--- src/verilog/bj_card_pkg.sv ---
// card ranks are 1..13 with 0 meaning no card, totals assume at most 9 cards per hand
package bj_card_pkg;

    // ------------------------------
    // types
    // ------------------------------
    typedef logic [3:0] rank_t;   // 1 ace .. 13 king, 0 is empty
    typedef logic [4:0] score_t;  // hand total, reaches 31 at most
    typedef logic [3:0] count_t;  // cards held, 0..9

    // ------------------------------
    // hand rules
    // ------------------------------
    localparam int HAND_SIZE  = 9;   // max cards per hand
    localparam int BUST_LIMIT = 21;
    localparam int ACE_BONUS  = 10;  // one ace counted as 11
    localparam int FACE_VALUE = 10;  // jack, queen and king

    // valid rank window for the card source
    localparam int RANK_MIN = 1;
    localparam int RANK_MAX = 13;

    // lfsr start value, any nonzero seed works
    localparam logic [15:0] LFSR_SEED = 16'hace1;

endpackage

--- src/verilog/bj_game_pkg.sv ---
// game level encodings only, phase and result values are visible at the top level ports
package bj_game_pkg;

    // controller states
    typedef enum logic [3:0] {
        ST_IDLE,
        ST_READY,
        ST_DEAL_DRAW,
        ST_DEAL_WAIT,
        ST_PLAYER_TURN,
        ST_PLAYER_DRAW,
        ST_PLAYER_CHECK,
        ST_DEALER_DRAW,
        ST_DEALER_CHECK,
        ST_COMPARE,
        ST_DONE
    } game_state_t;

    // phase seen from outside
    typedef enum logic [2:0] {
        PH_IDLE,
        PH_READY,
        PH_DEALING,
        PH_PLAYER_TURN,
        PH_DEALER_TURN,
        PH_DONE
    } phase_t;

    typedef enum logic [1:0] {
        RES_NONE,
        RES_PLAYER_WIN,
        RES_DEALER_WIN,
        RES_PUSH
    } result_t;

    localparam int DEALER_STAND  = 17;  // dealer draws below this
    localparam int INITIAL_CARDS = 3;   // player, dealer, player
endpackage

--- src/verilog/hand_if.sv ---
// totals and counts show a write one cycle after wr, clr empties both hands on the next edge
`timescale 1ns/10ps

interface hand_if;
    import bj_card_pkg::*;

    // ------------------------------
    // controller side
    // ------------------------------
    logic   clr;        // empty both hands
    logic   wr;         // one cycle append
    logic   to_dealer;  // target hand of wr
    rank_t  card;

    // ------------------------------
    // ledger side
    // ------------------------------
    score_t player_total;  // best totals, soft aces resolved
    score_t dealer_total;
    count_t player_count;
    count_t dealer_count;

    modport ctrl (
        output clr, wr, to_dealer, card,
        input  player_total, dealer_total, player_count, dealer_count
    );

    modport ledger (
        input  clr, wr, to_dealer, card,
        output player_total, dealer_total, player_count, dealer_count
    );

endinterface

--- src/verilog/card_source.sv ---
// four-phase handshake, card_rank is valid while card_ack is high and ack waits for req to fall
`timescale 1ns/10ps

module card_source (
    input  logic               clk,
    input  logic               rst,
    input  logic               card_req,
    output logic               card_ack,
    output bj_card_pkg::rank_t card_rank
);
    import bj_card_pkg::*;

    logic [15:0] lfsr;
    logic        feedback;
    rank_t       candidate;
    logic        rank_ok;
    logic        take;

    // ------------------------------
    // free running lfsr
    // ------------------------------
    // x^16 + x^14 + x^13 + x^11 + 1, maximal length
    assign feedback = lfsr[15] ^ lfsr[13] ^ lfsr[12] ^ lfsr[10];

    always_ff @(posedge clk) begin
        if (rst) begin
            lfsr <= LFSR_SEED;
        end else begin
            lfsr <= {lfsr[14:0], feedback};
        end
    end

    // ------------------------------
    // rank rejection
    // ------------------------------
    assign candidate = lfsr[3:0];
    assign rank_ok   = (candidate >= rank_t'(RANK_MIN)) && (candidate <= rank_t'(RANK_MAX));

    // accept only on an open request with ack still low
    assign take = card_req && !card_ack && rank_ok;

    always_ff @(posedge clk) begin
        if (rst) begin
            card_ack <= 1'b0;
        end else if (!card_req) begin
            card_ack <= 1'b0;  // req dropped, close handshake
        end else if (take) begin
            card_ack <= 1'b1;
        end
    end

    // rank held until the next accepted value
    always_ff @(posedge clk) begin
        if (take) begin
            card_rank <= candidate;
        end
    end

endmodule

--- src/verilog/hand_ledger.sv ---
// writes to a full hand are dropped, totals count an ace as 11 only while that stays within 21
`timescale 1ns/10ps

module hand_ledger (
    input logic  clk,
    input logic  rst,
    hand_if.ledger hand
);
    import bj_card_pkg::*;

    // index 0 is the player, 1 the dealer
    rank_t  cards [2][HAND_SIZE];
    count_t count [2];
    score_t hard  [2];  // aces as 1, faces as 10
    logic   ace   [2];
    score_t best  [2];
    logic   room;       // target hand not full

    function automatic score_t card_value(input rank_t rank);
        score_t value;
        if (rank > rank_t'(FACE_VALUE)) begin
            value = score_t'(FACE_VALUE);
        end else begin
            value = score_t'(rank);
        end
        return value;
    endfunction

    assign room = count[hand.to_dealer] < count_t'(HAND_SIZE);

    // ------------------------------
    // card counts
    // ------------------------------
    always_ff @(posedge clk) begin
        if (rst || hand.clr) begin
            count[0] <= '0;
            count[1] <= '0;
        end else if (hand.wr && room) begin
            count[hand.to_dealer] <= count[hand.to_dealer] + count_t'(1);
        end
    end

    // slots at or above count are ignored, so no clear needed
    always_ff @(posedge clk) begin
        if (hand.wr && room && !hand.clr) begin
            cards[hand.to_dealer][count[hand.to_dealer]] <= hand.card;
        end
    end

    // ------------------------------
    // totals
    // ------------------------------
    always_comb begin
        for (int h = 0; h < 2; h++) begin
            hard[h] = '0;
            ace[h]  = 1'b0;
            for (int i = 0; i < HAND_SIZE; i++) begin
                if (count_t'(i) < count[h]) begin
                    hard[h] = hard[h] + card_value(cards[h][i]);
                    ace[h]  = ace[h] | (cards[h][i] == rank_t'(1));
                end
            end
            // one soft ace at most can fit under 21
            if (ace[h] && (hard[h] <= score_t'(BUST_LIMIT - ACE_BONUS))) begin
                best[h] = hard[h] + score_t'(ACE_BONUS);
            end else begin
                best[h] = hard[h];
            end
        end
    end

    assign hand.player_total = best[0];
    assign hand.dealer_total = best[1];
    assign hand.player_count = count[0];
    assign hand.dealer_count = count[1];

endmodule

--- src/verilog/blackjack_fsm.sv ---
// buttons are one-cycle pulses, result holds until the next start and totals are read a cycle after wr
`timescale 1ns/10ps

module blackjack_fsm (
    input  logic                  clk,
    input  logic                  rst,
    input  logic                  start,
    input  logic                  deal,
    input  logic                  hit,
    input  logic                  stand,
    output logic                  card_req,
    input  logic                  card_ack,
    input  bj_card_pkg::rank_t    card_rank,
    hand_if.ctrl                  hand,
    output bj_game_pkg::phase_t   phase,
    output bj_game_pkg::result_t  result
);
    import bj_card_pkg::*;
    import bj_game_pkg::*;

    game_state_t state, state_nxt;
    result_t     result_nxt;
    logic [1:0]  deal_idx, deal_idx_nxt;  // position in the opening deal
    logic        clr_nxt;
    logic        drawing;
    logic        draw_done;

    function automatic phase_t phase_of(input game_state_t st);
        phase_t ph;
        case (st)
            ST_READY:                               ph = PH_READY;
            ST_DEAL_DRAW, ST_DEAL_WAIT:             ph = PH_DEALING;
            ST_PLAYER_TURN, ST_PLAYER_DRAW,
            ST_PLAYER_CHECK:                        ph = PH_PLAYER_TURN;
            ST_DEALER_DRAW, ST_DEALER_CHECK,
            ST_COMPARE:                             ph = PH_DEALER_TURN;
            ST_DONE:                                ph = PH_DONE;
            default:                                ph = PH_IDLE;
        endcase
        return ph;
    endfunction

    assign drawing   = (state == ST_DEAL_DRAW) || (state == ST_PLAYER_DRAW)
                    || (state == ST_DEALER_DRAW);
    assign card_req  = drawing;              // falls the cycle after ack
    assign draw_done = drawing && card_ack;

    // ------------------------------
    // next state
    // ------------------------------
    always_comb begin
        state_nxt    = state;
        result_nxt   = result;
        deal_idx_nxt = deal_idx;
        clr_nxt      = 1'b0;
        case (state)
            ST_IDLE, ST_DONE: begin
                if (start) begin
                    state_nxt  = ST_READY;
                    result_nxt = RES_NONE;
                    clr_nxt    = 1'b1;
                end
            end
            ST_READY: begin
                if (deal) begin
                    state_nxt    = ST_DEAL_DRAW;
                    deal_idx_nxt = '0;
                end
            end
            ST_DEAL_DRAW:   if (card_ack) state_nxt = ST_DEAL_WAIT;
            ST_DEAL_WAIT: begin  // card written this cycle
                if (deal_idx == 2'(INITIAL_CARDS - 1)) begin
                    state_nxt = ST_PLAYER_TURN;
                end else begin
                    state_nxt    = ST_DEAL_DRAW;
                    deal_idx_nxt = deal_idx + 2'd1;
                end
            end
            ST_PLAYER_TURN: begin
                if (hit && (hand.player_count < count_t'(HAND_SIZE))) begin
                    state_nxt = ST_PLAYER_DRAW;  // full hand ignores hit
                end else if (stand) begin
                    state_nxt = ST_DEALER_CHECK;
                end
            end
            ST_PLAYER_DRAW: if (card_ack) state_nxt = ST_PLAYER_CHECK;
            ST_PLAYER_CHECK: begin
                if (!hand.wr) begin  // let the ledger settle
                    if (hand.player_total > score_t'(BUST_LIMIT)) begin
                        state_nxt  = ST_DONE;
                        result_nxt = RES_DEALER_WIN;
                    end else begin
                        state_nxt = ST_PLAYER_TURN;
                    end
                end
            end
            ST_DEALER_DRAW: if (card_ack) state_nxt = ST_DEALER_CHECK;
            ST_DEALER_CHECK: begin
                if (!hand.wr) begin
                    if (hand.dealer_total > score_t'(BUST_LIMIT)) begin
                        state_nxt  = ST_DONE;
                        result_nxt = RES_PLAYER_WIN;
                    end else if ((hand.dealer_total < score_t'(DEALER_STAND))
                              && (hand.dealer_count < count_t'(HAND_SIZE))) begin
                        state_nxt = ST_DEALER_DRAW;
                    end else begin
                        state_nxt = ST_COMPARE;
                    end
                end
            end
            ST_COMPARE: begin
                state_nxt = ST_DONE;
                if (hand.player_total > hand.dealer_total) begin
                    result_nxt = RES_PLAYER_WIN;
                end else if (hand.player_total < hand.dealer_total) begin
                    result_nxt = RES_DEALER_WIN;
                end else begin
                    result_nxt = RES_PUSH;
                end
            end
            default:        state_nxt = ST_IDLE;
        endcase
    end

    // ------------------------------
    // registers
    // ------------------------------
    always_ff @(posedge clk) begin
        if (rst) begin
            state    <= ST_IDLE;
            deal_idx <= '0;
            result   <= RES_NONE;
            phase    <= PH_IDLE;
            hand.clr <= 1'b0;
            hand.wr  <= 1'b0;
        end else begin
            state    <= state_nxt;
            deal_idx <= deal_idx_nxt;
            result   <= result_nxt;
            phase    <= phase_of(state_nxt);  // moves with result
            hand.clr <= clr_nxt;
            hand.wr  <= draw_done;            // strobe one cycle after ack
        end
    end

    // card payload to the ledger
    always_ff @(posedge clk) begin
        if (draw_done) begin
            hand.card      <= card_rank;
            // opening deal alternates on the low index bit
            hand.to_dealer <= (state == ST_DEALER_DRAW)
                           || ((state == ST_DEAL_DRAW) && deal_idx[0]);
        end
    end

endmodule

--- src/verilog/blackjack_top.sv ---
// one player against the dealer, buttons are one-cycle pulses, card_rank is valid with card_strobe
`timescale 1ns/10ps

module blackjack_top (
    input  logic                 clk,
    input  logic                 rst,
    input  logic                 start,
    input  logic                 deal,
    input  logic                 hit,
    input  logic                 stand,
    output bj_game_pkg::phase_t  phase,
    output bj_game_pkg::result_t result,
    output bj_card_pkg::score_t  player_total,
    output bj_card_pkg::score_t  dealer_total,
    output logic                 card_strobe,
    output bj_card_pkg::rank_t   card_rank,
    output logic                 card_to_dealer
);
    import bj_card_pkg::*;

    logic  card_req;
    logic  card_ack;
    rank_t src_rank;  // straight from the source

    hand_if hand ();

    blackjack_fsm u_fsm (
        .clk       (clk),
        .rst       (rst),
        .start     (start),
        .deal      (deal),
        .hit       (hit),
        .stand     (stand),
        .card_req  (card_req),
        .card_ack  (card_ack),
        .card_rank (src_rank),
        .hand      (hand.ctrl),
        .phase     (phase),
        .result    (result)
    );

    card_source u_source (
        .clk       (clk),
        .rst       (rst),
        .card_req  (card_req),
        .card_ack  (card_ack),
        .card_rank (src_rank)
    );

    hand_ledger u_ledger (
        .clk  (clk),
        .rst  (rst),
        .hand (hand.ledger)
    );

    // every dealt card shows up on the write strobe
    assign card_strobe    = hand.wr;
    assign card_rank      = hand.card;
    assign card_to_dealer = hand.to_dealer;
    assign player_total   = hand.player_total;
    assign dealer_total   = hand.dealer_total;

endmodule

--- config.mk ---
export PLATFORM = sky130hd
export DESIGN_NAME = blackjack_top
export DESIGN_NICKNAME = d
export VERILOG_FILES = /design/src/verilog/bj_card_pkg.sv /design/src/verilog/bj_game_pkg.sv /design/src/verilog/hand_if.sv /design/src/verilog/card_source.sv /design/src/verilog/hand_ledger.sv /design/src/verilog/blackjack_fsm.sv /design/src/verilog/blackjack_top.sv
export SDC_FILE = /design/constraint.sdc
export NUM_CORES = 1
export LEC_CHECK = 0
export BUFFER_PORTS_ARGS = -buffer_cell sky130_fd_sc_hd__buf_2
export CORE_ASPECT_RATIO = 1.75
export CORE_MARGIN = 10
export CORE_UTILIZATION = 55
export DETAILED_ROUTE_END_ITERATION = 12
export HOLD_SLACK_MARGIN = 0.08
export PLACE_DENSITY = 0.71
export SYNTH_ARGS = -nofsm -noshare
export SYNTH_HDL_FRONTEND = slang
export SYNTH_SLANG_ARGS = --single-unit
--- constraint.sdc ---
create_clock -name clk -period 28.8 [get_ports clk]
set_clock_uncertainty 0.05 [all_clocks]
set_input_delay 1.44 -clock clk [delete_from_list [all_inputs] [get_ports clk]]
set_output_delay 1.44 -clock clk [all_outputs]
set_load 0.01 [all_outputs]
Word-level counts from Yosys, hierarchy flattened:

Memories as Yosys holds them, arrays and structs flattened. A register that Yosys moved wholly into a read port is not among the register bits.
Index checks and enable logic that the tools add are counted.

* register bits after elaboration: 36
* latch bits: 0
* bits in writable memories: 80
* ROM bits: 48
* word-level logic and storage cells: 279
* memories kept: 3

Memories
* u_ledger.cards: words 2, width 36, rd ports 2, clocked after memory_dff 0, wr ports 1, line hand_ledger.sv:12 `rank_t cards [2][HAND_SIZE];`
* (name not given): words 16, width 3, rd ports 1, clocked after memory_dff 1, wr ports 0, line blackjack_fsm.sv:30 `case (st)`
* u_ledger.count: words 2, width 4, rd ports 3, clocked after memory_dff 1, wr ports 2, line hand_ledger.sv:13 `count_t count [2];`

* add/subtract/negate cells: 20
* multiply operators: 0
* divide/modulo/power cells: 0
* $lt $le $gt $ge: 50
* equality and inequality tests: 36
* shift-type cells: 0
* muxes and demuxes: 111
* bitwise operators: 22
* reductions and logical operators: 27

Operator list (number)
* two-way mux 5 bit: 36
* two-way mux 4 bit: 32
* adder 5 bit: 16
* equality test 4 x 1 -> 1 bit (second input constant): 19
* > comparator 4 bit (second input constant): 18
* one-hot mux 4 bit (10 select lines): 1
* two-way mux 36 bit: 1
* less-than comparator 3 x 4 -> 1 bit (first input constant): 8
* two-way mux 1 bit: 29
* demux 4 bit (select 4 bit): 1
* equality test 4 x 3 -> 1 bit (second input constant): 4
* less-than comparator 1 x 4 -> 1 bit (first input constant): 4
* less-than comparator 2 x 4 -> 1 bit (first input constant): 4
* two-way mux 2 bit: 8
* bitwise OR 1 bit: 16
* equality test 4 bit (second input constant): 3
* logical AND 1 bit: 12
* less-than comparator 4 bit (second input constant): 3
* adder 5 x 4 -> 5 bit (second input constant): 2
* > comparator 5 bit (second input constant): 2
* less-or-equal comparator 5 x 4 -> 1 bit (second input constant): 2
* != test 2 bit (second input constant): 5
* equality test 4 x 2 -> 1 bit (second input constant): 2
* less-than comparator 4 bit (first input constant): 2
* 26 further kinds: 36

Logic depth before layout (Yosys ltp):

An unclocked memory read counts as a cell.

* depth in word-level cells: 29
* depth in mapped cells: 58

By module:

From an unflattened synthesis, not the netlist that was laid out.

* cell total of the unflattened synthesis: 1213
* area, all modules: 10905.5 um2

By module, submodules not included
* hand_ledger: times used 1, cells each 1025, area an instance 9043.7 um2, seq. area each 2402.3 um2
* blackjack_fsm: times used 1, cells each 142, area an instance 1227.4 um2, seq. area each 410.4 um2
* card_source: times used 1, cells each 46, area an instance 634.4 um2, seq. area each 460.4 um2

Worst setup path before layout:

OpenSTA, ideal clock, no wires.

* path type: flip-flop to output port
* start: memory u_ledger.count[1][1] (netlist name)
* end: output dealer_total[4]
* data arrival time: 8.918 ns
* setup slack: 18.392 ns
* stages on the path, launching flop included: 39
* buffers on the path: 3
* path through: edfxtp_1 buf_6 buf_6 buf_2 nor2_1 nand2_1 and3_1 ha_1 fa_1 inv_1 o21ai_0 fa_1 a22o_1 fa_1 o21ai_0 o31ai_4 nand2b_1 fa_1 (+3 left out) o32ai_1 nor2_1 fa_1 nand2_1 o21ai_0 fa_1 mux2_2 fa_1 o31a_1 o21ai_1 o221ai_2 ha_1 o211a_1 o31a_1 a21o_1 mux2_2 o21ba_2 inv_2

RTL lines
* from (decl): line hand_ledger.sv:13
* to (decl): line blackjack_top.sv:14 `output bj_card_pkg::score_t dealer_total,`

==> impl_metrics.yaml <==
outcome:
  run_status: "complete, no violations"
placed_design:
  place_worst_setup_slack_ps: 16700
  hpwlAfterDp_um: 19780
  buffer_ports.inserted: 26
  gp_congestion: 0.9675
setup_path:
  critical_path.endpoint_type: "output pin"
  criticalPathCategory: "register to output pin"
  worstReg2RegEnd: "u_fsm.result[1]"
  timing.critical_path.slowest_stage_cell: "sky130_fd_sc_hd__edfxtp_1"
  cp_common_cell: "sky130_fd_sc_hd__fa_1"
  start_kind: "register"
  largest_fanout_of_any_net_on_the_critical_path: 19
  reg2reg_slack_ps: 16870
  regToRegStartpoint: "u_ledger.count[1][2]"
  critPathMaxStageDelay_ps: 790
  worst_r2r_path_depth: 47
  arrival_time_at_the_worst_endpoint_ps: 11060
  crit_required_ps: 27310
sta:
  setup_total_neg_slack_ps: 0
  max_freq_mhz: 79.68
  timing.final.crit_period_ps: 12550
  timing.slew.headroom: 0.3167
  slew_violations: 0
  layout_worst_path_cycle_share: 0.4358
  rsz0062_at_grt: "no"
  finalHoldViolations: 0
  finalSetupViolCount: 0
  timing.final.ws_setup_ps: 16250
  transition_at_the_pin_with_the_smallest_max_transition_slack_ps: 1009
synth:
  mux_share_of_post_synthesis_cell_area: 0.02986
  syn_avg_cell_area_um2: 9.415
  sequential_fraction_of_the_synthesis_area: 0.3373
  synth-edff-count: 89
  synth_compound_area_frac: 0.2144
  ys_ff_latch: 120
  post-synth-top-area-fraction: 0.2737
  synth_area_um2: 9763
  yosys_most_used_dff: "sky130_fd_sc_hd__edfxtp_1"
  synth-warning-count: 0
  postSynthNetCount: 1140
  async_flop_share: 0
  synth_top_family_by_area: "compound AO/OA/AOI/OAI gates"
  synth_adder_area_share: 0.1376
  post_synth_num_cell_types: 90
  yosys-top-cells-area: "sky130_fd_sc_hd__edfxtp_1, sky130_fd_sc_hd__ha_1, sky130_fd_sc_hd__dfxtp_1"
  netlist_top_cells_count: "sky130_fd_sc_hd__edfxtp_1, sky130_fd_sc_hd__nand2_1, sky130_fd_sc_hd__ha_1, sky130_fd_sc_hd__a21oi_1, sky130_fd_sc_hd__nor2_1"
  synth_xor_area_frac: 0.04409
  synth_cells: 1037
  yosys.area.top_type: "sky130_fd_sc_hd__edfxtp_1"
  post_synth_and_or_nand_nor_area_fraction: 0.1915
  yosysMostFrequentCell: "sky130_fd_sc_hd__edfxtp_1"
clocking:
  cts-hold-fix-buffers: 0
  worstSkewPairLatency_ps: 420
  cts_max_path_buffers: 2
  cts.clk_slew.worst_paths_ps: 60
  tritoncts_buffer_count: 17
  cts_htree_levels: 4
  cts_setup_buffers: 0
  tritoncts: "built"
  clock_sinks: 120
  clockRootBuffer: "sky130_fd_sc_hd__clkbuf_16"
  post_cts_resize_count: 0
cells_and_area:
  final_net_count: 1141
  antenna-diode-count: 0
  flow.area_growth_from_synthesis_pct: 8.061
  drive_gt1_frac: 0.1056
floorplanning:
  die_h_um: 196.3
  design.portCount: 27
  floorplan.die_area_um2: 23690
  num_rows: 64
  floorplan.core_area_um2: 17460
  die_width_um: 120.7
  initial_core_util: 0.5593
detailed_routing:
  routed_wirelength_um: 25880
  drc: 0
  first_iter_violations: 515
  drt-wirelength-per-cell_um: 20.18
  antenna_violating_nets_left: 0
  routed-via-count: 7973
  via_to_cell_ratio: 6.219
  drt-pass1-iter-count: 6
power:
  power_switching_uw: 195.5
  power.share.switching: 0.3271
  combinational_group_share_of_total_power: 0.320
  power.density_cell_area_nw_per_um2: 56.65
  leakage_power_figure_nw: 4.206
  peakVddDrop_uv: 70.42
  sequentialPowerShare: 0.319
  clock_power_share: 0.360
  report.power.total_uw: 597.6
  internal_power_uw: 402.1
min_path:
  timing.hold.worst_endpoint: "u_source.lfsr[15]"
  hp-class: "register to register"
  hold-path-cell-count: 1
  hold_path.startpoint: "u_source.lfsr[14]"
global_routing:
  total_grt_usage: 0.2194
  pin_count_of_the_biggest_net_entering_global_routing: 33
  grt_first_pass_wirelength_um: 41390
  antenna_found_initial: 0
  globalRouteOverflowTotal: 0
  first_global_vias: 8030
run:
  max_cap_violations: 0
==> state kept, by name, summed over array words and instances, names as in the netlist, named ones only <==
| signal | cells |
|---|---|
| u_fsm.deal_idx | 2 |
| u_fsm.hand.card | 4 |
| u_fsm.hand.clr | 1 |
| u_fsm.hand.to_dealer | 1 |
| u_fsm.hand.wr | 1 |
| u_fsm.phase | 3 |
| u_fsm.result | 2 |
| u_fsm.state | 4 |
| u_ledger.cards | 72 |
| u_ledger.count | 8 |
| u_source.card_ack | 1 |
| u_source.card_rank | 4 |
| u_source.lfsr | 16 |
==> per-layer routing <==
| metal | vias to the layer above | track usage | share of wire | wire (µm) |
|---|---|---|---|---|
| met5 | - | 0 | 0 | 0 |
| met4 | 0 | 0.1504 | 0.068 | 1771 |
| met3 | 113 | 0.03306 | 0.036 | 943 |
| met2 | 250 | 0.4087 | 0.54 | 14040 |
| met1 | 3780 | 0.2140 | 0.35 | 9126 |
| li1 | 3830 | - | - | - |
==> worst max-delay path by stage <==
stage	start	to	cells after the start
5_1_grt	u_ledger.count[1][2]	dealer_total[2]	48
3_5_place_dp	u_ledger.count[1][2]	dealer_total[2]	40
3_3_place_gp	u_ledger.count[1][2]	dealer_total[4]	36
6_report	u_ledger.count[1][2]	dealer_total[2]	40
4_1_cts	u_ledger.count[1][2]	dealer_total[2]	40
2_1_floorplan	u_ledger.count[1][1]	dealer_total[4]	38
==> layout by cell type, fill, tap and decap left out, types with 9 or more instances in the layout <==
cell,n
sky130_fd_sc_hd__mux2i_1,19
sky130_fd_sc_hd__a21o_1,39
sky130_fd_sc_hd__inv_1,38
sky130_fd_sc_hd__edfxtp_1,89
sky130_fd_sc_hd__o21ai_0,57
sky130_fd_sc_hd__fa_1,16
sky130_fd_sc_hd__a21oi_1,78
sky130_fd_sc_hd__nor4b_1,16
sky130_fd_sc_hd__nor2b_1,35
sky130_fd_sc_hd__nand2_1,82
sky130_fd_sc_hd__and2_1,27
sky130_fd_sc_hd__xnor2_1,24
sky130_fd_sc_hd__nor2_1,72
sky130_fd_sc_hd__ha_1,81
sky130_fd_sc_hd__mux2_2,9
sky130_fd_sc_hd__o21a_1,11
sky130_fd_sc_hd__nand3_1,36
sky130_fd_sc_hd__dfxtp_1,31
sky130_fd_sc_hd__nor3_1,19
sky130_fd_sc_hd__clkbuf_16,17
sky130_fd_sc_hd__nand2b_1,15
sky130_fd_sc_hd__xor2_1,20
sky130_fd_sc_hd__o22ai_1,10
sky130_fd_sc_hd__buf_2,26
==> cells by family after synthesis <==
family / Yosys count
xor gates and xnor gates: 46
buffers and inverters: 92
AOI/OAI and AO/OA: 294
and+or+nand+nor: 359
adders and majority gates: 98
DFF: 120
muxes: 28
==> cell type report <==
| cell class | count | area (µm²) |
|---|---|---|
| repair buffers | 33 | 182.7 |
| fillers | 1572 | 6907 |
| well taps | 231 | 289.0 |
| multi-input cells | 825 | 6028 |
| inverters | 41 | 153.9 |
| flip-flops and latches | 120 | 3293 |
| clock inverters | 14 | 173.9 |
| clock buffers | 18 | 429.2 |
==> power groups by stage <==
stage / clock network [mW] / registers [mW] / logic, mW
floorplan: 0 / 0.192 / 0.148
global placement: 0 / 0.194 / 0.187
detailed placement: 0 / 0.194 / 0.189
CTS: 0.217 / 0.191 / 0.190
global route: 0.225 / 0.191 / 0.213
finish: 0.215 / 0.191 / 0.191
==> critical path: cells and delay by family, from the launching register on <==
family / cells / cell delay (ps)
compound gates: 13 / 2450
flops: 1 / 790
simple gates: 11 / 2480
xor+xnor: 4 / 800
fa+ha+maj: 9 / 3880
buf+inv: 3 / 230
==> through the flow <==
step                      utilization  instance area, µm²  hold slack, ps  cells
final                          0.6044               10550           355.8   1282
after global routing           0.6044               10550           370.2   1282
after CTS                      0.6044               10550           361.8   1282
after detailed placement       0.5698                9947           349.3   1250
after global placement         0.5698                9947           346.5   1250
after floorplan                     -                9763           339.5   1037
(Power assumes the default switching activity.)
